--- config.mk ---
export PLATFORM = sky130hd
export DESIGN_NAME = controller
export DESIGN_NICKNAME = d
export VERILOG_FILES = /design/src/rtl/ctrlPkg.sv /design/src/rtl/rvIsaPkg.sv /design/src/rtl/aluDecoder.sv /design/src/rtl/controller.sv /design/src/rtl/executeCtrl.sv /design/src/rtl/mainDecoder.sv /design/src/rtl/memWbCtrl.sv
export SDC_FILE = /design/constraint.sdc
export NUM_CORES = 1
export LEC_CHECK = 0
export ABC_AREA = 0
export BUFFER_PORTS_ARGS = -buffer_cell sky130_fd_sc_hd__buf_2
export CORE_ASPECT_RATIO = 1.1
export CORE_MARGIN = 2
export CORE_UTILIZATION = 35
export CTS_BUF_LIST = sky130_fd_sc_hd__clkbuf_8
export DETAILED_ROUTE_END_ITERATION = 7
export GPL_TIMING_DRIVEN = 0
export MAX_ROUTING_LAYER = met4
export PLACE_DENSITY = 0.71
export SETUP_SLACK_MARGIN = 0.15
export SLEW_MARGIN = 20
export SYNTH_ARGS = -nofsm -noshare
export SYNTH_HDL_FRONTEND = slang
export SYNTH_SLANG_ARGS = --single-unit
export TNS_END_PERCENT = 5
--- constraint.sdc ---
create_clock -name clk -period 1.3 [get_ports clk]
set_input_delay 0.13 -clock clk [delete_from_list [all_inputs] [get_ports clk]]
set_output_delay 0.13 -clock clk [all_outputs]
set_load 0.1 [all_outputs]
--- src/rtl/ctrlPkg.sv ---
/* Pipeline control types */

package ctrlPkg;

  //////////////////////////////
  // Immediate and result select
  //////////////////////////////

  typedef enum logic [2:0] {
    immI = 3'b000, // Loads, ALU immediates, jalr
    immS = 3'b001, // Stores
    immB = 3'b010, // Branch offsets
    immJ = 3'b011, // jal offset
    immU = 3'b100  // lui, auipc
  } immSrcT;

  typedef enum logic [2:0] {
    resAlu = 3'b000, // ALU or IEU result
    resMem = 3'b001, // Load data
    resCsr = 3'b010, // CSR read data
    resMdu = 3'b011  // Multiply/divide unit
  } resultSrcT;

  //////////////////////////////
  // Memory access and ALU
  //////////////////////////////

  typedef logic [1:0] memRwT;      // Bit 1 read, bit 0 write
  typedef logic [1:0] aluControlT; // {subArith, aluOp}

  localparam memRwT memNone  = 2'b00;
  localparam memRwT memRead  = 2'b10;
  localparam memRwT memWrite = 2'b01;

  // Main decoder word, without the illegal flag and fenceX
  localparam int ctrlWidth = 18;

endpackage

--- src/rtl/rvIsaPkg.sv ---
/* RV32 instruction encoding */

package rvIsaPkg;

  //////////////////////////////
  // Field types
  //////////////////////////////

  typedef logic [31:0] instrT;  // Full 32-bit instruction
  typedef logic [6:0]  opcodeT; // instr[6:0]
  typedef logic [2:0]  funct3T; // instr[14:12]
  typedef logic [6:0]  funct7T; // instr[31:25]
  typedef logic [4:0]  regAdrT; // rs1, rs2 or rd

  //////////////////////////////
  // Opcodes by class
  //////////////////////////////

  localparam opcodeT opLoad   = 7'b0000011; // lb lh lw lbu lhu
  localparam opcodeT opFence  = 7'b0001111; // fence, fence.i
  localparam opcodeT opImm    = 7'b0010011; // ALU with immediate
  localparam opcodeT opAuipc  = 7'b0010111;
  localparam opcodeT opStore  = 7'b0100011; // sb sh sw
  localparam opcodeT opReg    = 7'b0110011; // Register ALU and mul/div
  localparam opcodeT opLui    = 7'b0110111;
  localparam opcodeT opBranch = 7'b1100011;
  localparam opcodeT opJalr   = 7'b1100111;
  localparam opcodeT opJal    = 7'b1101111;
  localparam opcodeT opSystem = 7'b1110011; // CSR access and privileged

  //////////////////////////////
  // funct7 and funct3 codes
  //////////////////////////////

  localparam funct7T f7Base      = 7'b0000000; // add, srl and the rest
  localparam funct7T f7Alt       = 7'b0100000; // sub, sra
  localparam funct7T f7MulDiv    = 7'b0000001; // M extension
  localparam funct7T f7SFenceVma = 7'b0001001; // Under the privileged opcode

  localparam funct3T f3Priv   = 3'b000; // System with no CSR access
  localparam funct3T f3FenceI = 3'b001; // Zifencei
  localparam funct3T f3AddSub = 3'b000;
  localparam funct3T f3Slt    = 3'b010;
  localparam funct3T f3Sltu   = 3'b011;
  localparam funct3T f3Shr    = 3'b101; // srl or sra

endpackage

--- src/rtl/aluDecoder.sv ---
/* ALU, CSR and fence decode */
`timescale 1ns/100ps

module aluDecoder import rvIsaPkg::*, ctrlPkg::*; (
  input  opcodeT     opD,               // Bit 5 tells reg from imm form
  input  funct3T     funct3D,
  input  funct7T     funct7D,
  input  regAdrT     rs1D,              // rs1 or CSR uimm
  input  logic       aluOpD,
  input  logic       csrReadD,
  input  logic       privilegedD,
  input  logic       fenceXD,
  output aluControlT aluControlD,       // {subArith, aluOp}
  output logic       csrWriteD,         // CSR gets updated
  output logic       fenceD,            // fence, fence.i or sfence.vma
  output logic       invalidateICacheD,
  output logic       flushDCacheD
);

  logic subD, sraD, sltD, sltuD; // Ops needing inverted operand B
  logic subArithD;
  logic csrZeroSrcD;             // Source register or uimm is zero
  logic fenceID;
  logic sfenceVmaD;

  //////////////////////////////
  // ALU control
  //////////////////////////////

  // Only funct7 bit 5 is looked at for sub and sra
  assign subD  = (funct3D == f3AddSub) & funct7D[5] & opD[5]; // addi has no sub
  assign sraD  = (funct3D == f3Shr) & funct7D[5];
  assign sltD  = (funct3D == f3Slt);
  assign sltuD = (funct3D == f3Sltu);

  assign subArithD   = aluOpD & (subD | sraD | sltD | sltuD);
  assign aluControlD = {subArithD, aluOpD};

  //////////////////////////////
  // CSR and fences
  //////////////////////////////

  // rs1 and uimm share instr[19:15]
  assign csrZeroSrcD = (rs1D == '0);
  assign csrWriteD   = csrReadD & ~(funct3D[1] & csrZeroSrcD); // No set/clear of zeros

  assign fenceID           = fenceXD & (funct3D == f3FenceI);
  assign invalidateICacheD = fenceID;
  assign flushDCacheD      = fenceID; // Write back D$ before I$ refill

  assign sfenceVmaD = privilegedD & (funct7D == f7SFenceVma);
  assign fenceD     = fenceXD | sfenceVmaD;

endmodule

--- src/rtl/controller.sv ---
/* Pipeline controller top */
`timescale 1ns/100ps

module controller import rvIsaPkg::*, ctrlPkg::*; (
  input  logic       clk,
  input  logic       reset,
  // Decode
  input  logic       stallD, flushD,
  input  instrT      instrD,
  output immSrcT     immSrcD,
  output logic       illegalBaseInstrD,
  output logic       branchD, jumpD,
  output logic       instrValidD,
  output logic       storeStallD,       // Load/store right behind a store
  // Execute
  input  logic       stallE, flushE,
  input  logic [1:0] flagsE,            // {eq, lt}
  output logic       pcSrcE,
  output aluControlT aluControlE,
  output logic       aluSrcAE, aluSrcBE,
  output logic       aluResultSrcE,
  output logic       memReadE, csrReadE,
  output funct3T     funct3E,
  output logic       intDivE, mduE,
  output logic       jumpE, branchE,
  output logic       branchSignedE,
  output logic       instrValidE,
  // Memory
  input  logic       stallM, flushM,
  output memRwT      memRwM,
  output logic       csrReadM, csrWriteM, privilegedM,
  output funct3T     funct3M,
  output logic       regWriteM,
  output logic       invalidateICacheM, flushDCacheM,
  output logic       instrValidM,
  output logic       csrWriteFenceM,
  // Writeback
  input  logic       stallW, flushW,
  output logic       regWriteW, intDivW,
  output resultSrcT  resultSrcW
);

  opcodeT     opD;
  funct3T     funct3D;
  funct7T     funct7D;
  regAdrT     rs1D;
  logic       regWriteD, aluSrcAD, aluSrcBD, aluOpD, aluResultSrcD; // Main decoder outputs
  logic       csrReadD, privilegedD, fenceXD, mduD;
  resultSrcT  resultSrcD;
  memRwT      memRwD;
  aluControlT aluControlD;
  logic       csrWriteD, fenceD, invalidateICacheD, flushDCacheD; // ALU decoder outputs
  logic       regWriteE, csrWriteE, privilegedE, fenceE;            // Execute to Memory
  logic       invalidateICacheE, flushDCacheE;
  resultSrcT  resultSrcE;
  memRwT      memRwE;
  logic       memWriteE; // Store in Execute

  //////////////////////////////
  // Decode
  //////////////////////////////

  assign opD     = instrD[6:0];
  assign funct3D = instrD[14:12];
  assign funct7D = instrD[31:25];
  assign rs1D    = instrD[19:15];

  mainDecoder mainDec (.opD, .funct3D, .funct7D, .regWriteD, .immSrcD, .aluSrcAD, .aluSrcBD,
    .memRwD, .resultSrcD, .branchD, .aluOpD, .jumpD, .aluResultSrcD, .csrReadD, .privilegedD,
    .fenceXD, .mduD, .illegalD(illegalBaseInstrD));

  aluDecoder aluDec (.opD, .funct3D, .funct7D, .rs1D, .aluOpD, .csrReadD, .privilegedD,
    .fenceXD, .aluControlD, .csrWriteD, .fenceD, .invalidateICacheD, .flushDCacheD);

  // Valid once out of reset or flush
  always_ff @(posedge clk) begin
    if (reset | flushD) instrValidD <= 1'b0;
    else if (~stallD) instrValidD <= 1'b1;
  end

  // D$ cannot take a load or store right after a store
  assign memWriteE   = memRwE[0];
  assign storeStallD = memWriteE & (memRwD[1] | memRwD[0]);

  //////////////////////////////
  // Execute, Memory, Writeback
  //////////////////////////////

  executeCtrl exeCtrl (.clk, .reset, .stallE, .flushE, .flagsE, .regWriteD, .resultSrcD,
    .memRwD, .jumpD, .branchD, .aluControlD, .aluSrcAD, .aluSrcBD, .aluResultSrcD, .csrReadD,
    .csrWriteD, .privilegedD, .funct3D, .mduD, .invalidateICacheD, .flushDCacheD, .fenceD,
    .instrValidD, .pcSrcE, .aluControlE, .aluSrcAE, .aluSrcBE, .aluResultSrcE, .memReadE,
    .csrReadE, .funct3E, .intDivE, .mduE, .jumpE, .branchE, .branchSignedE, .instrValidE,
    .regWriteE, .resultSrcE, .memRwE, .csrWriteE, .privilegedE, .invalidateICacheE,
    .flushDCacheE, .fenceE);

  memWbCtrl memWb (.clk, .reset, .stallM, .flushM, .stallW, .flushW, .regWriteE, .resultSrcE,
    .memRwE, .csrReadE, .csrWriteE, .privilegedE, .funct3E, .invalidateICacheE, .flushDCacheE,
    .fenceE, .instrValidE, .intDivE, .memRwM, .csrReadM, .csrWriteM, .privilegedM, .funct3M,
    .regWriteM, .invalidateICacheM, .flushDCacheM, .instrValidM, .csrWriteFenceM, .regWriteW,
    .resultSrcW, .intDivW);

endmodule

--- src/rtl/executeCtrl.sv ---
/* Execute stage control */
`timescale 1ns/100ps

module executeCtrl import ctrlPkg::*; (
  input  logic       clk,
  input  logic       reset,
  input  logic       stallE, flushE,       // From hazard unit
  input  logic [1:0] flagsE,               // Comparator {eq, lt}
  // Decode stage
  input  logic       regWriteD,
  input  resultSrcT  resultSrcD,
  input  memRwT      memRwD,
  input  logic       jumpD, branchD,
  input  aluControlT aluControlD,
  input  logic       aluSrcAD, aluSrcBD,
  input  logic       aluResultSrcD,
  input  logic       csrReadD, csrWriteD,
  input  logic       privilegedD,
  input  logic [2:0] funct3D,
  input  logic       mduD,
  input  logic       invalidateICacheD, flushDCacheD,
  input  logic       fenceD,
  input  logic       instrValidD,
  // Execute stage, datapath and hazard unit
  output logic       pcSrcE,               // Redirect fetch
  output aluControlT aluControlE,
  output logic       aluSrcAE, aluSrcBE,
  output logic       aluResultSrcE,
  output logic       memReadE,             // Load in Execute
  output logic       csrReadE,
  output logic [2:0] funct3E,
  output logic       intDivE,              // div, divu, rem, remu
  output logic       mduE,
  output logic       jumpE, branchE,
  output logic       branchSignedE,        // Signed compare
  output logic       instrValidE,
  // Execute stage, on to Memory
  output logic       regWriteE,
  output resultSrcT  resultSrcE,
  output memRwT      memRwE,
  output logic       csrWriteE,
  output logic       privilegedE,
  output logic       invalidateICacheE, flushDCacheE,
  output logic       fenceE
);

  logic eqE, ltE;
  logic branchFlagE;  // eq or lt per funct3
  logic branchTakenE;

  //////////////////////////////
  // Execute register
  //////////////////////////////

  always_ff @(posedge clk) begin
    if (reset | flushE) begin
      {regWriteE, memRwE, jumpE, branchE, aluControlE, aluSrcAE, aluSrcBE} <= '0;
      {aluResultSrcE, csrReadE, csrWriteE, privilegedE, funct3E, mduE} <= '0;
      {invalidateICacheE, flushDCacheE, fenceE, instrValidE} <= '0;
      resultSrcE <= resAlu; // Bubble
    end else if (~stallE) begin
      {regWriteE, memRwE, jumpE, branchE, aluControlE, aluSrcAE, aluSrcBE} <=
        {regWriteD, memRwD, jumpD, branchD, aluControlD, aluSrcAD, aluSrcBD};
      {aluResultSrcE, csrReadE, csrWriteE, privilegedE, funct3E, mduE} <=
        {aluResultSrcD, csrReadD, csrWriteD, privilegedD, funct3D, mduD};
      {invalidateICacheE, flushDCacheE, fenceE, instrValidE} <=
        {invalidateICacheD, flushDCacheD, fenceD, instrValidD};
      resultSrcE <= resultSrcD;
    end
  end

  //////////////////////////////
  // Branch resolution
  //////////////////////////////

  assign {eqE, ltE}    = flagsE;
  assign branchFlagE   = funct3E[2] ? ltE : eqE;       // blt/bge family uses lt
  assign branchTakenE  = branchFlagE ^ funct3E[0];     // bne, bge, bgeu invert
  assign pcSrcE        = jumpE | (branchE & branchTakenE);
  assign branchSignedE = ~(funct3E[2:1] == 2'b11);     // bltu, bgeu unsigned

  assign memReadE = memRwE[1];
  assign intDivE  = mduE & funct3E[2]; // Upper half of M funct3 is divide

endmodule

--- src/rtl/mainDecoder.sv ---
/* Main opcode decoder */
`timescale 1ns/100ps

module mainDecoder import rvIsaPkg::*, ctrlPkg::*; (
  input  opcodeT    opD,           // Opcode field
  input  funct3T    funct3D,       // Splits privileged from CSR
  input  funct7T    funct7D,       // Splits R-type from mul/div
  output logic      regWriteD,     // Writes rd
  output immSrcT    immSrcD,       // Immediate format
  output logic      aluSrcAD,      // PC as operand A
  output logic      aluSrcBD,      // Immediate as operand B
  output memRwT     memRwD,        // Load / store
  output resultSrcT resultSrcD,    // Writeback source
  output logic      branchD,
  output logic      aluOpD,        // Operation from funct3, else add
  output logic      jumpD,         // jal, jalr
  output logic      aluResultSrcD, // Alternate ALU result (lui, link)
  output logic      csrReadD,
  output logic      privilegedD,   // ecall, ebreak, xret, wfi, sfence.vma
  output logic      fenceXD,       // fence or fence.i
  output logic      mduD,          // Multiply/divide
  output logic      illegalD       // Unsupported encoding
);

  logic [ctrlWidth-1:0] controls; // Packed Decode control word

  //////////////////////////////
  // Opcode table
  //////////////////////////////

  always_comb begin
    controls = '0;
    illegalD = 1'b0;
    case (opD)
      // regWrite immSrc srcAB memRw resultSrc {br aluOp jmp aluRes} {csr priv mdu}
      opLoad:   controls = {1'b1, immI, 2'b01, memRead, resMem, 4'b0000, 3'b000};
      opFence:  controls = '0; // Legal, flagged through fenceXD only
      opImm:    controls = {1'b1, immI, 2'b01, memNone, resAlu, 4'b0100, 3'b000};
      opAuipc:  controls = {1'b1, immU, 2'b11, memNone, resAlu, 4'b0000, 3'b000}; // PC + imm
      opStore:  controls = {1'b0, immS, 2'b01, memWrite, resAlu, 4'b0000, 3'b000};
      opReg: begin
        if (funct7D == f7Base || funct7D == f7Alt) begin
          controls = {1'b1, immI, 2'b00, memNone, resAlu, 4'b0100, 3'b000}; // R-type
        end else if (funct7D == f7MulDiv) begin
          controls = {1'b1, immI, 2'b00, memNone, resMdu, 4'b0000, 3'b001}; // mul/div
        end else begin
          illegalD = 1'b1; // Unknown funct7
        end
      end
      opLui:    controls = {1'b1, immU, 2'b01, memNone, resAlu, 4'b0001, 3'b000};
      opBranch: controls = {1'b0, immB, 2'b11, memNone, resAlu, 4'b1000, 3'b000}; // Target PC + imm
      opJalr:   controls = {1'b1, immI, 2'b01, memNone, resAlu, 4'b0011, 3'b000};
      opJal:    controls = {1'b1, immJ, 2'b11, memNone, resAlu, 4'b0011, 3'b000};
      opSystem: begin
        if (funct3D == f3Priv) begin
          controls = {1'b0, immI, 2'b00, memNone, resAlu, 4'b0000, 3'b010}; // Privileged unit
        end else begin
          controls = {1'b1, immI, 2'b00, memNone, resCsr, 4'b0000, 3'b100}; // csrr*
        end
      end
      default:  illegalD = 1'b1; // Unknown opcode, all zeros too
    endcase
  end

  //////////////////////////////
  // Unpack word
  //////////////////////////////

  assign regWriteD     = controls[17];
  assign immSrcD       = immSrcT'(controls[16:14]);
  assign aluSrcAD      = controls[13];
  assign aluSrcBD      = controls[12];
  assign memRwD        = controls[11:10];
  assign resultSrcD    = resultSrcT'(controls[9:7]);
  assign branchD       = controls[6];
  assign aluOpD        = controls[5];
  assign jumpD         = controls[4];
  assign aluResultSrcD = controls[3];
  assign csrReadD      = controls[2];
  assign privilegedD   = controls[1];
  assign mduD          = controls[0];

  // Fence class needs only the opcode
  assign fenceXD = (opD == opFence);

endmodule

--- src/rtl/memWbCtrl.sv ---
/* Memory and Writeback control */
`timescale 1ns/100ps

module memWbCtrl import ctrlPkg::*; (
  input  logic       clk,
  input  logic       reset,
  input  logic       stallM, flushM,
  input  logic       stallW, flushW,
  // Execute stage
  input  logic       regWriteE,
  input  resultSrcT  resultSrcE,
  input  memRwT      memRwE,
  input  logic       csrReadE, csrWriteE,
  input  logic       privilegedE,
  input  logic [2:0] funct3E,
  input  logic       invalidateICacheE, flushDCacheE,
  input  logic       fenceE,
  input  logic       instrValidE,
  input  logic       intDivE,
  // Memory stage
  output memRwT      memRwM,            // To LSU
  output logic       csrReadM, csrWriteM,
  output logic       privilegedM,
  output logic [2:0] funct3M,           // Access size and sign
  output logic       regWriteM,         // For forwarding
  output logic       invalidateICacheM, flushDCacheM,
  output logic       instrValidM,
  output logic       csrWriteFenceM,    // Flush younger stages
  // Writeback stage
  output logic       regWriteW,
  output resultSrcT  resultSrcW,
  output logic       intDivW
);

  resultSrcT resultSrcM;
  logic      fenceM;
  logic      intDivM;

  //////////////////////////////
  // Memory register
  //////////////////////////////

  always_ff @(posedge clk) begin
    if (reset | flushM) begin
      {regWriteM, memRwM, csrReadM, csrWriteM, privilegedM, funct3M} <= '0;
      {invalidateICacheM, flushDCacheM, fenceM, instrValidM, intDivM} <= '0;
      resultSrcM <= resAlu;
    end else if (~stallM) begin
      {regWriteM, memRwM, csrReadM, csrWriteM, privilegedM, funct3M} <=
        {regWriteE, memRwE, csrReadE, csrWriteE, privilegedE, funct3E};
      {invalidateICacheM, flushDCacheM, fenceM, instrValidM, intDivM} <=
        {invalidateICacheE, flushDCacheE, fenceE, instrValidE, intDivE};
      resultSrcM <= resultSrcE;
    end
  end

  // CSR write or fence changes state younger instructions may have used
  assign csrWriteFenceM = csrWriteM | fenceM;

  //////////////////////////////
  // Writeback register
  //////////////////////////////

  always_ff @(posedge clk) begin
    if (reset | flushW) begin
      {regWriteW, intDivW} <= '0;
      resultSrcW <= resAlu;
    end else if (~stallW) begin
      {regWriteW, intDivW} <= {regWriteM, intDivM};
      resultSrcW <= resultSrcM;
    end
  end

endmodule

Word level (Yosys, flattened, before mapping)
Index checks and enable logic that the tools add are counted.
{"block": "totals", "reg_bits": 45, "out_inout_bits": 43}
{"block": "op_classes", "n_eq_ne": 19, "n_mux": 8, "bitwise": 25, "reduce_logical": 5}
{"op": "one-hot mux 18 bit (10 select lines)", "n": 1}
{"op": "two-way mux 18 bit", "n": 3}
{"op": "equality test 7 x 6 -> 1 bit, second input constant", "n": 4}
{"op": "equality test 7 bit, second input constant", "n": 4}
{"op": "equality test 7 x 4 -> 1 bit, second input constant", "n": 2}
{"op": "equality test 7 x 5 -> 1 bit, second input constant", "n": 2}
{"op": "AND 1 bit", "n": 11}
{"op": "bitwise OR 1 bit", "n": 11}
{"op": "OR reduction 10 bit", "n": 1}
{"op": "equality test 7 x 1 -> 1 bit, second input constant", "n": 1}
{"op": "equality test 7 x 2 -> 1 bit, second input constant", "n": 1}
{"op": "logical NOT 7 bit", "n": 1}
{"op": "equality test 3 x 2 -> 1 bit, second input constant", "n": 2}
{"op": "logical NOT 5 bit", "n": 1}
{"op": "equality test 3 x 1 -> 1 bit, second input constant", "n": 1}
{"op": "equality test 3 bit, second input constant", "n": 1}
{"op": "logical NOT 3 bit", "n": 1}
{"op": "two-way mux 1 bit", "n": 3}
{"op": "equality test 2 bit, second input constant", "n": 1}
{"op": "NOT 1 bit", "n": 2}
{"op": "one-hot mux 1 bit (2 select lines)", "n": 1}
{"op": "logical OR 1 bit", "n": 1}
{"op": "bitwise XOR 1 bit", "n": 1}

Longest topological paths before layout
Gate-level depths: netlist of run 1.
{"block": "logic_depth", "ltp_word": 7, "depth_mapped": 5}

Cells and area by module
Synthesis of run 1 repeated with hierarchy kept, for this count alone.
{"block": "unflattened", "cells_unflattened": 243, "hier_area_um2": 2289.7}
{"mod": "executeCtrl", "instances": 1, "cells_each": 85, "area_each_um2": 924.6, "seq_area_each_um2": 480.5}
{"mod": "memWbCtrl", "instances": 1, "cells_each": 73, "area_each_um2": 808.3, "seq_area_each_um2": 440.4}
{"mod": "mainDecoder", "instances": 1, "cells_each": 68, "area_each_um2": 400.4, "seq_area_each_um2": 0.0}
{"mod": "aluDecoder", "instances": 1, "cells_each": 13, "area_each_um2": 112.6, "seq_area_each_um2": 0.0}
{"mod": "controller", "instances": 1, "cells_each": 4, "area_each_um2": 43.8, "seq_area_each_um2": 20.0}

Least setup slack after synthesis of run 1
OpenSTA, ideal clock, no wires.
{"block": "synth_timing", "kind": "input port to output port", "from": "input instrD[2]", "to": "output immSrcD[0]", "arrival_time_ns": 5.210, "required_ns": 1.170, "setup_slack_ns": -4.040, "stages": 2, "path_cell_list": "or3_1 -> a2111oi_0"}
{"block": "synth_via", "elab_chain_cells": 2, "elab_cells_between_ends": 11}
{"element": "start: declaration", "line": "controller.sv:9", "text": "input instrT instrD,"}
{"element": "equality test 7 bit, or another cell as far along", "line": "mainDecoder.sv:34", "text": "case (opD)"}
{"element": "one-hot mux 18 bit (10 select lines) (*)", "line": "mainDecoder.sv:34"}
{"element": "end: declaration", "line": "controller.sv:10", "text": "output immSrcT immSrcD,"}
Every way passes the cells marked *; elsewhere a longest branch is shown, timed or not.

Worst setup path in the final report of run 1
{"block": "layout_timing", "from": "input instrD[31]", "to": "output illegalBaseInstrD"}
{"block": "layout_via", "elab_chain_cells": 4, "elab_cells_between_ends": 7}
{"element": "equality test 7 x 1 -> 1 bit, or another cell as far along", "line": "mainDecoder.sv:44", "text": "end else if (funct7D == f7MulDiv) begin"}
{"element": "two-way mux 1 bit or logical OR 1 bit (tied branches)", "line": "mainDecoder.sv:44, mainDecoder.sv:42"}
{"element": "two-way mux 1 bit (*)", "line": "mainDecoder.sv:42", "text": "if (funct7D == f7Base || funct7D == f7Alt) begin"}
{"element": "one-hot mux 1 bit (2 select lines) (*)", "line": "mainDecoder.sv:34"}
{"element": "end: declaration", "line": "controller.sv:11", "text": "output logic illegalBaseInstrD,"}
Marks and branches as above.

==> results of run 1 <==
[cell families (layout without fill, tap and decap cells)]
group / count (synthesis) / in the layout / share of synthesized area (%)
AND/OR/NAND/NOR: 102 / 102 / 27.9
flip-flops: 42 / 42 / 42.1
AO/OA/AOI/OAI: 32 / 32 / 11.7
multiplexers: 24 / 24 / 12.0
buffers and inverters: 24 / 113 / 5.20
XOR/XNOR: 2 / 2 / 0.877
other: 1 / 1 / 0.188
[metal layers]
| metal | global-route usage [%] | vias to the layer above | routed length (um) |
|---|---|---|---|
| met5 | - | - | 0 |
| met3 | 4.24 | 15 | 279 |
| li1 | - | 987 | - |
| met1 | 22.2 | 896 | 2460 |
| met4 | 6.45 | 0 | 144 |
| met2 | 32.8 | 69 | 2870 |
[state kept, by name (all words and copies together), names as in the netlist, 2 cells and up]
| name | count |
|---|---|
| exeCtrl.funct3E | 3 |
| memWb.funct3M | 3 |
| exeCtrl.aluControlE | 2 |
| exeCtrl.memRwE | 2 |
| exeCtrl.resultSrcE | 2 |
| memWb.memRwM | 2 |
| memWb.resultSrcM | 2 |
| memWb.resultSrcW | 2 |
[through the flow]
step,TNS (ns),total power [mW],cell area (um^2),hold slack [ns]
2_1_floorplan,-4.49,1.60,2070,0.203
3_3_place_gp,-4.06,1.73,2530,0.291
3_5_place_dp,-4.63,1.73,2530,0.304
4_1_cts,-0.519,2.77,3030,0.0128
5_1_grt,-0.708,2.89,3100,0.00965
6_report,-0.543,2.76,3100,0.0216
[worst min path at each step]
stage / start / to / slack [ns] / depth (start not counted)
floorplan: flushD / instrValidD / 0.20 / 1
global placement: flushD / instrValidD / 0.29 / 2
detailed placement: flushD / instrValidD / 0.30 / 2
CTS: stallD / instrValidD / 0.01 / 2
global route: stallD / instrValidD / 0.01 / 2
finish: stallD / instrValidD / 0.02 / 2
[where the power goes]
group / leakage, nW / internal, mW / switching (mW)
logic: 0.867 / 0.170 / 0.294
registers: 0.342 / 1.29 / 0.00914
clock network: 0.0579 / 0.565 / 0.431
[cell type report]
| cell class | instances | area (um^2) |
|---|---|---|
| multi-input combinational | 161 | 1190 |
| buffer | 17 | 105 |
| tap | 75 | 93.8 |
| fill | 487 | 2330 |
| sequential | 42 | 851 |
| clock buffer | 5 | 68.8 |
| inverter | 7 | 26.3 |
| clock inverter | 3 | 40.0 |
| timing repair buffer | 81 | 726 |
[layout by cell type (no fill, tap or decap), types with 3 or more instances in the layout]
| cell type | synthesis | routed |
|---|---|---|
| mux2i_1 | 24 | 23 |
| buf_8 | 0 | 3 |
| nor2_1 | 32 | 29 |
| clkbuf_8 | 0 | 5 |
| nor3_1 | 13 | 10 |
| buf_12 | 0 | 11 |
| buf_6 | 0 | 9 |
| dfxtp_1 | 42 | 36 |
| nand3_1 | 6 | 5 |
| clkbuf_1 | 8 | 5 |
| inv_1 | 7 | 7 |
| buf_2 | 5 | 28 |
| nand4_1 | 3 | 3 |
| a21oi_1 | 10 | 10 |
| buf_4 | 2 | 36 |
| nor2b_1 | 3 | 3 |
| nor2_2 | 0 | 3 |
| dfxtp_2 | 0 | 5 |
| nand2_1 | 17 | 16 |
| a31oi_1 | 6 | 4 |
| nor3_2 | 2 | 3 |
| nor4_1 | 4 | 4 |
[repair_timing]
action                                  CTS  global route
resized for setup                        98            20
endpoints found under the setup margin   54            27
hold buffers                              1             0
buffers inserted                          7             0
pin swaps                                15             7
cloned                                    0             0
hold endpoints to repair                  1             0
==> results.md, run 1 <==
- Max cap viols: 0
- Flops & latches, synth: 42
- Share of cells above drive strength 1: 42.7%
- Largest net degree at the start of global routing: 14
- Boundary Pins: 87
- Setup ws final: -0.191 ns
- Worst-path clk slew: 0.08 ns
- GPL Wtd Cong: 0.907
- Cell Pwr Density: 892 nW/um^2
- Core area: between 5000 and 6000 um^2
- Initial Util: between 30% and 40%
- Buffers on Ports: 73
- CTS tree: built
- Actual slew at the worst max-slew pin: 0.631 ns
- Cell taking the most area after synthesis: dfxtp_1
- Synth warn: 0
- Pre-Repair DR Iteration Count: 4
- WP data required: 1.17 ns
- Crit-path slowest cell: or4_4
- CP endpoint kind: primary output
- Syn Area/Cell: 8.80 um^2
- Total Routing Usage GR: around a fifth
- FP Rows: 28
- Vias per inst: 5.03
- VDD IR max: 0.406 mV
- Async set-or-reset flop fraction in the synthesized netlist: 0%
- Pleak: 1.27 nW
- Setup violators final: 4
- Worst hold path type: in2reg
- Period utilization: 115%
- Final max-slew violation count: 0
- WP depth: 6
- Startpoint types: input port
- Inst Count DP: 375
- Yosys top cell area share: 42.1%
- R2R cell count: 3
- Critical path class: in2out
- Place WS: -0.552 ns
- Critical Path Fanout Max: 2
- Cells after Synth: 227
- Status: finished, violations left
- Nets: 359
- Max-Slew Margin vs Limit: 58.0%
- Failing checks: negative setup slack
- Clock Root Buffer: clkbuf_8
- Initial antenna violation count: 0
- Crit-path cells: buf_6 -> or4_4 -> nor3_4 -> and3_4 -> a31oi_4 -> buf_12
- Most instantiated library cell after synthesis: dfxtp_1
- DRT antenna net count: 0
- Crit-path max cell delay: 0.55 ns
- WP buf/inv: 2
- DP HPWL: 4050 um
- Worst r2r src: exeCtrl.aluControlE[1]
- Drc violations: 0
- Syn nets: 271
- Final hold vios: 0
- CTS sink cnt: 42
- Yosys cell types: 50
- Capture point of the worst path: illegalBaseInstrD
- Vias in the first global route: 1959
- Die Footprint: 6330 um^2
- Ant. Diodes: 0
- Die Y: 83.2 um
- Minimum clock period: 1.49 ns
- FF-to-FF setup slack: between 0.4 and 0.5 ns
- H-tree Lvls: 2
- Detailed Route Iter0 Violations: 63
- Drt wl/cell: 14.7 um
- DR vias: 1967
- Synth Cell Area: 2000 um^2
- Die X: roughly 76 um
- Total wire length: between 5000 and 6000 um
- Cell family with most CP delay: simple AND/OR/NAND/NOR gates
- Max Buffers Root-to-Sink: 2
- Synth top cells by count: 42 x dfxtp_1, 32 x nor2_1, 24 x mux2i_1
- Register area share after synthesis: between 40% and 50%
- Top_reg_cell synth: dfxtp_1
- Grt ovf: 0
- Synth top area cells: dfxtp_1 42%, mux2i_1 12%, nor2_1 6.0%, nor3_1 3.3%, nand2_1 3.2%
- Final core occ: 57.1%
- CP startpoint: instrD[31]
- First-pass GRT wire length: roughly 9600 um
- Post-synth EDFFs: 0
- Layout area overhead: 55.1%
- Fmax achieved: approximately 670 MHz
- R2R Path End: exeCtrl.aluControlE[1]
- Layout Skew: 0.00270 ns
- Clock buffers created by TritonCTS: 5
- RSZ-0062 raised after global routing: yes
- Non-filler cells, final: between 300 and 400
- Crit path DAT: 1.36 ns
- Clock latency at the later pin of the worst-skew pair: 0.29 ns
Power figures use the tool's default switching activity.
==> inputs of run 2 (changes only) <==
--- a/config.mk
+++ b/config.mk
@@ -14,10 +14,11 @@
 export DETAILED_ROUTE_END_ITERATION = 7
 export GPL_TIMING_DRIVEN = 0
 export MAX_ROUTING_LAYER = met4
-export PLACE_DENSITY = 0.71
+export PLACE_DENSITY = 0.7
 export SETUP_SLACK_MARGIN = 0.15
-export SLEW_MARGIN = 20
+export SLEW_MARGIN = 15
 export SYNTH_ARGS = -nofsm -noshare
 export SYNTH_HDL_FRONTEND = slang
+export SYNTH_HIERARCHICAL = 1
 export SYNTH_SLANG_ARGS = --single-unit
 export TNS_END_PERCENT = 5
==> run 2 against run 1 <==
Net effect:
- the run still ends with negative setup slack left
- design area up 10%
- die area up 14%
- sequential power up 12%
- combinational power up 1%
- count of clock-buffer cells in the layout unchanged
- via count up 1.4%
- maximum frequency down 5.6%
- critical path type unchanged
- critical endpoint unchanged
==> results.md, run 2 <==
- Yosys cell types: 44
- Vias in the first global route: around 2000
- Startpoint types: input port
- Synth top cells by count: 50 x nor2_1, 47 x dfxtp_1, 47 x mux2i_1
- Syn Area/Cell: between 9 and 10 um^2
- Total Routing Usage GR: between 15 and 20%
- FP Rows: 30
- Initial Util: a little over a third
- Nets: 372
- First-pass GRT wire length: 9290 um
- Commonest cells after routing, fill and taps aside: 46 x mux2i_1, 44 x nor2_1, 41 x buf_4, 40 x dfxtp_1, 30 x buf_2
- Initial antenna violation count: 0
- DR vias: 1995
- Detailed Route Iter0 Violations: 78
- WP data required: 1.17 ns
- Mux share of post-synthesis cell area: 20.5%
- H-tree Lvls: 2
- Synth Cell Area: 2290 um^2
- Clock latency at the later pin of the worst-skew pair: 0.30 ns
- Clock Root Buffer: clkbuf_8
- Crit path DAT: ~1.5 ns
- Simple-gate share of the synthesized area: a little under a quarter
- XOR/XNOR Fraction of Synth Area: 0.383%
- Global routing met1 resource utilization: 20.8%
- Cell Pwr Density: 881 nW/um^2
- Cell taking the most area after synthesis: dfxtp_1
- Worst-path clk slew: ~0.10 ns
- Complex-gate fraction of the synthesized area: 6.67%
- GPL Wtd Cong: 0.949
- Flops & latches, synth: 47
- Final max-slew violation count: 0
- Register area: 952 um^2
- Boundary Pins: 87
- Layout Skew: 0.0145 ns
- Fillers: 565
- Period utilization: 122%
- Fin Setup TNS: -0.551 ns
- Core area: between 6000 and 7000 um^2
- Critical path class: in2out
- RSZ-0062 raised after global routing: yes
- Gr busiest metal: met2
- Critical Path Fanout Max: 2
- Setup violators final: 5
- Die Footprint: 7210 um^2
- Failing checks: negative setup slack
- DP HPWL: around 4200 um
- CTS sink cnt: 47
- Largest net degree at the start of global routing: 17
- Pre-Repair DR Iteration Count: 4
- Max Buffers Root-to-Sink: 2
- Worst hold margin: 0.0428 ns
- DRT antenna net count: 0
- Share of cells above drive strength 1: 44.4%
- Synth warn: 6
- Grt ovf: 0
- CP endpoint kind: primary output
- Register area share after synthesis: 41.1%
- Total wire length: 5630 um
- GR Util met2: 28.8%
- Vias per inst: 4.88
- VDD IR max: 0.482 mV
- Multi-input gate area: 1360 um^2
- Minimum clock period: 1.58 ns
- Status: finished, violations left
- Die X: 81.1 um
- Die Y: 88.8 um
- Yosys top cell area share: 41.1%
- Most instantiated library cell after synthesis: nor2_1
- Fmax achieved: 633 MHz
- Final hold vios: 0
- Cells after Synth: between 200 and 250
- Buffers on Ports: 72
- Met3 track demand over resource: around 3%
- Setup ws final: -0.280 ns
- Commonest non-fill, non-tap cell in the layout: mux2i_1
- Worst hold path type: in2reg
- Drc violations: 0
- Largest family of logic cells by synthesized area: simple AND/OR/NAND/NOR gates
- Synth top area cells: dfxtp_1 41%, mux2i_1 21%, nor2_1 8.2%, nor3_1 3.1%, buf_6 3.0%
- Top_reg_cell synth: dfxtp_1
- Clock buffers created by TritonCTS: 5
- Max cap viols: 0
- Pleak: 1.52 nW
- Post-synth EDFFs: 0
- Ant. Diodes: 0
- Drt wl/cell: 13.8 um
- Async set-or-reset flop fraction in the synthesized netlist: 0%
- Layout area overhead: 48.8%
- Post-Synth Adder-Cell Area: 0%
- CTS tree: built
- Syn nets: 287
==> run 2: cell count changes in the layout (fill, tap and decap cells not counted), sizes merged, moves of 3 or more <==
cell | previous run | this run
dfxtp | 42 | 47
nor2 | 32 | 50
nand3 | 6 | 2
o21ai | 0 | 3
nor4 | 4 | 1
nand4 | 3 | 0
nand2 | 17 | 6
and3 | 3 | 0
a31oi | 6 | 1
mux2i | 24 | 47
a21oi | 11 | 2
clkbuf | 13 | 7
buf | 89 | 96
==> run 2: area by class of cell <==
class / count / share of cell area [%]
plain buffers: 22 / 6.72
flip-flops and latches: 47 / 27.9
clock inverters: 3 / 1.32
multi-input cells: 169 / 39.8
inverters: 5 / 0.551
well taps: 80 / 2.94
clock buffers: 5 / 2.02
repair buffers: 78 / 18.7
==> run 2: cells by family (layout without fill, tap and decap cells) <==
kind of cell,Yosys count,after routing
simple gates,100,100
other cells,1,1
flops,47,47
xor+xnor,1,1
compound gates,20,20
buf+inv,27,113
mux,47,47
==> run 2: critical path, stage by stage <==
cell      delay [ns]
buf_6           0.09
or4_4           0.55
nor4_4          0.17
a21boi_4        0.27
a31oi_4         0.06
buf_12          0.18
==> run 2: routing by layer <==
metal  vias up  share of wire [%]
met3         9                4.4
met4         0                1.8
met2        59                 48
li1       1009                  -
met5         -                  0
met1       918                 46
==> run 2: path summary, 6_finish.rpt <==
kind         depth (start not counted)               start                end  slack, ns
max                                  6          instrD[26]  illegalBaseInstrD      -0.28
min                                  2              flushW      memWb/intDivW       0.04
max reg2reg                          4  exeCtrl/funct3E[2]      memWb/intDivM       0.38
min reg2reg                          2         instrValidD        instrValidD       0.48
==> run 2: timing repair <==
action                                 4_1_cts  5_1_grt
setup endpoints to repair                   53       28
setup buffers                                4        0
pin swaps                                   11       10
gates resized for setup                     84       20
hold buffers                                 2        0
endpoints found under the hold margin        1        0
==> run 2: power by group <==
group	total, mW	leakage [nW]	internal [mW]	switching [mW]
clock network	1.08	0.0591	0.581	0.498
logic	0.469	1.08	0.197	0.273
registers	1.45	0.383	1.45	0.00818
==> run 2: metrics by stage <==
stage	cells	total power [mW]	utilization [%]	worst slack [ns]	area, um^2
finish	409	3.00	54.4	-0.280	3410
global placement	395	1.89	46.1	-0.509	2890
global route	409	3.12	54.4	-0.325	3410
floorplan	243	1.78	-	-0.194	2430
CTS	409	3.02	53.4	-0.274	3350
detailed placement	395	1.90	46.1	-0.537	2890
==> inputs of run 3 (changes only) <==
--- a/config.mk
+++ b/config.mk
@@ -13,6 +13,7 @@
 export CTS_BUF_LIST = sky130_fd_sc_hd__clkbuf_8
 export DETAILED_ROUTE_END_ITERATION = 7
 export GPL_TIMING_DRIVEN = 0
+export HOLD_SLACK_MARGIN = 0.15
 export MAX_ROUTING_LAYER = met4
 export PLACE_DENSITY = 0.7
 export SETUP_SLACK_MARGIN = 0.15
==> run 3 against run 2 <==
Net effect:
- the run still ends with negative setup slack left
- wire length is 0.96% higher
- first-iteration DRC count is 2.6% higher
- register-to-register slack hardly changed
- total power is 0.14% higher
- via count is 0.35% higher
- setup slack stayed put
- critical path depth stayed put
- critical path type unchanged
==> results.md, run 3 (synthesized netlist as in run 2, its figures left out) <==
- Setup violators final: 5
- First-pass GRT wire length: 9360 um
- Initial antenna violation count: 0
- Layout Skew: 0.0142 ns
- Status: finished, violations left
- R2R cell count: 4
- Ant. Diodes: 0
- Clock latency at the later pin of the worst-skew pair: roughly 0.3 ns
- Detailed Route Iter0 Violations: 80
- Met2 routed WL: between 2000 and 3000 um
- Die Footprint: 7210 um^2
- Die X: 81.1 um
- Die Y: 88.8 um
- CTS sink cnt: 47
- Failing checks: negative setup slack
- FP Rows: 30
- Layout area overhead: 49.7%
- Pre-Repair DR Iteration Count: 4
- Worst hold path depth: 3
- Critical Path Fanout Max: 2
- WP data required: 1.17 ns
- Max Buffers Root-to-Sink: 2
- DP HPWL: 4220 um
- Nets: 374
- Max cap viols: 0
- Worst-path clk slew: 0.08 ns
- Commonest cells after routing, fill and taps aside: 46 x mux2i_1, 44 x nor2_1, 41 x buf_4, 40 x dfxtp_1, 30 x buf_2
- Worst hold path type: in2reg
- Total Power: between 3 and 4 mW
- Final max-slew violation count: 0
- Period utilization: 122%
- Cell Pwr Density: 877 nW/um^2
- Boundary Pins: 87
- GPL Wtd Cong: about 0.95
- Startpoint types: input port
- Fin Setup TNS: -0.551 ns
- RSZ-0062 raised after global routing: yes
- Clock Root Buffer: clkbuf_8
- Core area: 6270 um^2
- Crit path DAT: approximately 1.5 ns
- Non-filler cells, final: 411
- Total wire length: 5680 um
- H-tree Lvls: 2
- Total Routing Usage GR: 17.2%
- CP endpoint kind: primary output
- Largest net degree at the start of global routing: 17
- Drt wl/cell: 13.8 um
- FF-to-FF setup slack: 0.38 ns
- Routed met3 length: approximately 250 um
- Final hold vios: 0
- Critical path class: in2out
- Metal1 wirelength: 2600 um
- Share of cells above drive strength 1: 44.1%
- VDD IR max: 0.481 mV
- Commonest non-fill, non-tap cell in the layout: mux2i_1
- Clock buffers created by TritonCTS: 5
- DRT antenna net count: 0
- Vias per inst: 4.87
- DR vias: 2002
- CTS tree: built
- Max Used Layer: met4
- Drc violations: 0
- Inst Count DP: 395
- Setup ws final: -0.280 ns
- Initial Util: 36.5%
- Minimum clock period: 1.58 ns
- Grt ovf: 0
- Pleak: 1.53 nW
- Buffers on Ports: 72
- Vias in the first global route: 2017
- Fmax achieved: 633 MHz
-- run 3: where the power goes --
| part | internal (mW) | total [mW] | switching (mW) |
|---|---|---|---|
| clock network | 0.581 | 1.08 | 0.497 |
| registers | 1.45 | 1.45 | 0.00820 |
| logic | 0.201 | 0.475 | 0.274 |
-- run 3: final cells by class --
class                      instances  area (um^2)
fill                             563         2840
multi-input combinational        169         1360
sequential                        47          952
timing repair buffer              80          657
buffer                            22          229
tap                               80          100
clock buffer                       5         68.8
clock inverter                     3         45.0
inverter                           5         18.8
-- run 3: per-layer routing --
metal / up-vias / global-route usage, %
li1: 1013 / -
met1: 921 / 21.2
met2: 59 / 28.9
met3: 9 / 2.96
met4: 0 / 4.78
met5: - / -
-- run 3: critical path, stage by stage --
cell,delay (ns)
buf_6,0.09
or4_4,0.55
nor4_4,0.17
a21boi_4,0.27
a31oi_4,0.06
buf_12,0.18
-- run 3: through the flow --
| step | area, um^2 | utilization [%] | setup WS [ns] | hold slack (ns) |
|---|---|---|---|---|
| 2_1_floorplan | 2430 | - | -0.194 | 0.195 |
| 3_3_place_gp | 2890 | 46.1 | -0.509 | 0.301 |
| 3_5_place_dp | 2890 | 46.1 | -0.537 | 0.305 |
| 4_1_cts | 3370 | 53.7 | -0.274 | 0.153 |
| 5_1_grt | 3430 | 54.7 | -0.325 | 0.167 |
| 6_report | 3430 | 54.7 | -0.280 | 0.157 |
-- run 3: path summary, 6_finish.rpt --
path,startpoint,to
setup / recovery,instrD[26],illegalBaseInstrD
hold reg to reg,instrValidD,instrValidD
hold / removal,stallE,exeCtrl/privilegedE
setup reg to reg,exeCtrl/funct3E[2],memWb/intDivM
-- run 3: what timing repair did --
| action | 4_1_cts | 5_1_grt |
|---|---|---|
| hold endpoints to repair | 6 | 0 |
| gates resized for setup | 84 | 20 |
| setup buffers | 4 | 0 |
| setup endpoints to repair | 53 | 28 |
| pin swaps | 11 | 10 |
| hold buffers | 4 | 0 |
